`config.mk`:
```
export PLATFORM = sky130hd
export DESIGN_NAME = write_back
export DESIGN_NICKNAME = d
export VERILOG_FILES = /design/src/cpu_pkg.sv /design/src/write_back.sv
export SDC_FILE = /design/constraint.sdc
export NUM_CORES = 1
export LEC_CHECK = 0
export ABC_AREA = 1
export BUFFER_PORTS_ARGS = -buffer_cell sky130_fd_sc_hd__clkbuf_2
export CORE_MARGIN = 2
export CORE_UTILIZATION = 45
export CTS_BUF_LIST = sky130_fd_sc_hd__clkbuf_4
export DETAILED_ROUTE_END_ITERATION = 8
export GPL_ROUTABILITY_DRIVEN = 1
export PLACE_DENSITY = 0.86
export RECOVER_POWER = 50
export SYNTH_ARGS = -nofsm -noshare
export SYNTH_HDL_FRONTEND = slang
export SYNTH_SLANG_ARGS = --single-unit
```
`constraint.sdc`:
```
create_clock -name clk -period 2.6 [get_ports clk]
set_input_delay 0.26 -clock clk [delete_from_list [all_inputs] [get_ports clk]]
set_output_delay 0.26 -clock clk [all_outputs]
set_load 0.01 [all_outputs]
```
`src/cpu_pkg.sv`:
```
`default_nettype none

package cpu_pkg;

    localparam int DATA_W    = 32;            // Data word and byte address width
    localparam int REG_AW    = 5;             // Register file index width
    localparam int RAM_AW    = 8;             // Word index into the data RAM
    localparam int RAM_WORDS = 1 << RAM_AW;   // Data RAM depth in words

    // Control bits that ride from execute to write-back untouched
    typedef struct packed {
        logic              mem_to_reg;        // Write the loaded word
        logic              reg_write;         // Register file write enable
        logic [REG_AW-1:0] reg_dest;          // Destination register
        logic              reg_data_src;      // Write the link address instead
        logic              pc_src;            // Take the branch target
    } wb_ctrl_t;

    // Execute to memory bundle, one instruction per clock
    typedef struct packed {
        logic [DATA_W-1:0] alu_result;        // Also the byte address
        logic [DATA_W-1:0] store_data;        // Word to store
        logic [DATA_W-1:0] link_pc;           // Return address for link writes
        logic              mem_read;          // Load strobe
        logic              mem_write;         // Store strobe
        wb_ctrl_t          ctrl;
    } ex_mem_t;

    // Memory to write-back bundle; the RAM word arrives beside it
    typedef struct packed {
        logic [DATA_W-1:0] alu_result;
        logic [DATA_W-1:0] link_pc;
        wb_ctrl_t          ctrl;
    } mem_wb_t;

    // Result leaving the pipeline
    typedef struct packed {
        logic              reg_write;
        logic [REG_AW-1:0] reg_dest;
        logic [DATA_W-1:0] reg_data;          // Value written to the register file
        logic              pc_src;
        logic [DATA_W-1:0] pc_target;         // Branch target, the ALU result
    } wb_out_t;

endpackage

`default_nettype wire

```
`src/write_back.sv`:
```
`timescale 1ns/10ps
`default_nettype none

// Write-back stage. The bundle is registered on the same edge the RAM
// registers its read word, so both are valid together here.
module write_back (
    input  logic                       clk,
    input  logic                       rst,
    input  cpu_pkg::mem_wb_t           mem_wb,
    input  logic [cpu_pkg::DATA_W-1:0] ram_rdata,
    output cpu_pkg::wb_out_t           wb_out
);

    import cpu_pkg::*;

    mem_wb_t           wb_q;       // Registered memory bundle
    logic [DATA_W-1:0] reg_data;   // Selected register write value

    always_ff @(posedge clk or posedge rst)
    begin
        if (rst)
        begin
            wb_q <= '0;   // Clears reg_write and pc_src with the rest
        end
        else
        begin
            wb_q <= mem_wb;
        end
    end

    // Link address wins, then the loaded word, then the ALU result
    always_comb
    begin
        if (wb_q.ctrl.reg_data_src)
        begin
            reg_data = wb_q.link_pc;
        end
        else if (wb_q.ctrl.mem_to_reg)
        begin
            reg_data = ram_rdata;
        end
        else
        begin
            reg_data = wb_q.alu_result;
        end
    end

    always_comb
    begin
        wb_out.reg_write = wb_q.ctrl.reg_write;
        wb_out.reg_dest  = wb_q.ctrl.reg_dest;
        wb_out.reg_data  = reg_data;
        wb_out.pc_src    = wb_q.ctrl.pc_src;
        wb_out.pc_target = wb_q.alu_result;   // Branch target computed in execute
    end

endmodule

`default_nettype wire

```
==> reports/results.tsv <==
metric	value	unit
synth unique cells	8	
Finish-stage setup viols	0	
Setup Buffers After CTS	0	
cell taking the most area after synthesis	dfrtp_1	
IO Count	178	
syn_nets	460	
clock buffer depth	2	
Die Span Y	87.4	microns
die width	87.4	microns
max_cap viols	0	
first-pass GRT wire length	13.6	mm
largest net degree at the start of global routing	33	
Post-Syn Area	0.00313	sq mm
# hold bufs at CTS	74	
crit start category	flop	
Crit. End Element	primary output	
Routed WL per cell	13.6	microns
worst vdd ir	0.385	mV
Num CTS Buffers	9	
via count	2974	
Core ar.	0.00676	sq mm
Pleak	2.77	nW
initial antenna violation count	0	
area of the multi-input gates	641	sq um
Register Area	0.00183	sq mm
share of layout cells above drive strength 1	0.340	
DRT antenna net count	0	
vias in the first global route	3057	
clock transition at the registers of the reported paths	120	ps
worst-path fanout max	32	
Residual DRC	0	
GRT Total Usage	0.239	
register area share after synthesis	0.584	
Syn-to-layout area delta	48.8	%
Worst-Margin Slew	802	ps
number of port buffers	177	
RSZ-0062 raised after global routing	no	
Post-DP HPWL	5.40	mm
largest cells by area after synthesis	dfrtp_1 58%, nand2_1 15%, buf_4 11%, inv_1 7.8%, nand3_1 5.1%	
PnR Total Power	2.55	mW
Via density	4.57	
power density of the placed cells	548	mW/mm^2
outcome	completed	
min Tclk post-route	2250	ps
die area	0.00764	sq mm
total congestion overflow	0	
# diodes	0	
Filler Cell Count	492	
total routed wirelength	8.87	mm
root buf cell	clkbuf_4	
Syn Inst Count	353	
htree depth	3	
final hold vios	0	
initial DRC count	150	
Max-slew headroom	0.465	
Setup CP Type	reg2out	
data arrival time of the worst path	1990	ps
Sink Count	73	
final setup TNS	0	ps
worst min path class	in2reg	
Final Cycle Share	0.867	
routability cong.	0.852	
Initial Utilization	0.463	
fmax	444	MHz
Synth Warn #	0	
post-CTS resize count	0	
CTS tree	done	
fin nets	673	
Critical Path RT	2340	ps
# rows	30	
syn_area_per_cell	8.86	sq um
max-slew violations	0	
#FFs+latches synth	73	
top-area cell type share of the netlist area	0.584	
drt first pass iters	4	
==> cells by family after synthesis <==
group                  synth area share
flip-flops                        0.584
AND/OR/NAND/NOR                   0.205
buffers and inverters             0.212
==> cell type report <==
| cell class | count | share of cell area |
|---|---|---|
| clock inverters | 5 | 0.0223 |
| well taps | 80 | 0.0215 |
| flip-flops and latches | 73 | 0.392 |
| clock buffers | 11 | 0.0177 |
| inverters | 67 | 0.0551 |
| multi-input cells | 160 | 0.138 |
| repair buffers | 255 | 0.353 |
==> power breakdown <==
group          switching, mW  internal [mW]  total, mW
registers             0.0339           1.19       1.23
logic                  0.211          0.219      0.430
clock network          0.387          0.510      0.896
==> critical path: stages, from the launching register on <==
cell and delay (ps):
dfrtp_1 820, inv_4 290, nand2_1 160, nand3_1 90, nand2_1 80, clkbuf_2 130
==> registers in the layout, summed over array words and instances (netlist names) <==
| name | flops |
|---|---|
| wb_out | 39 |
| wb_q | 34 |
==> worst paths after layout <==
path	start	end	slack, ps	cells past startpoint
min in group asynchronous	rst	wb_out[29]$_DFF_PP0_	540	3
max	wb_q[8]$_DFF_PP0_	wb_out[59]	350	5
max in group asynchronous	rst	wb_out[22]$_DFF_PP0_	930	4
min	mem_wb[29]	wb_q[29]$_DFF_PP0_	490	2
==> metal layers <==
layer,vias up,part of all wire,global-route usage
met3,37,0.061,0.0588
met4,0,0.037,0.129
met2,156,0.53,0.441
met5,-,0,0
li1,1415,-,-
met1,1366,0.37,0.244
==> per-stage QoR <==
stage	instance area, sq um	hold WS, ps	std cells	worst slack (ps)	util
floorplan	3130	291	353	487	-
global placement	3740	277	561	889	0.554
detailed placement	3740	285	561	819	0.554
CTS	4670	373	651	339	0.691
global route	4660	462	651	169	0.689
finish	4660	490	651	345	0.689
==> layout by cell type, fill, tap and decap left out <==
cell type and instances:
buf_4 2, dfrtp_1 73, clkinv_2 1, inv_1 65, clkbuf_4 11, clkbuf_2 174, clkinv_4 1, bufinv_16 3
nand3_1 32, clkbuf_1 5, inv_4 2, dlygate4sd3_1 74, nand2_1 128
==> cell usage after synthesis <==
master and count:
buf_2 3, buf_4 46, buf_6 4, dfrtp_1 73, inv_1 65, inv_4 2, nand2_1 128, nand3_1 32
Note: power is estimated with default switching activity, not from simulation.
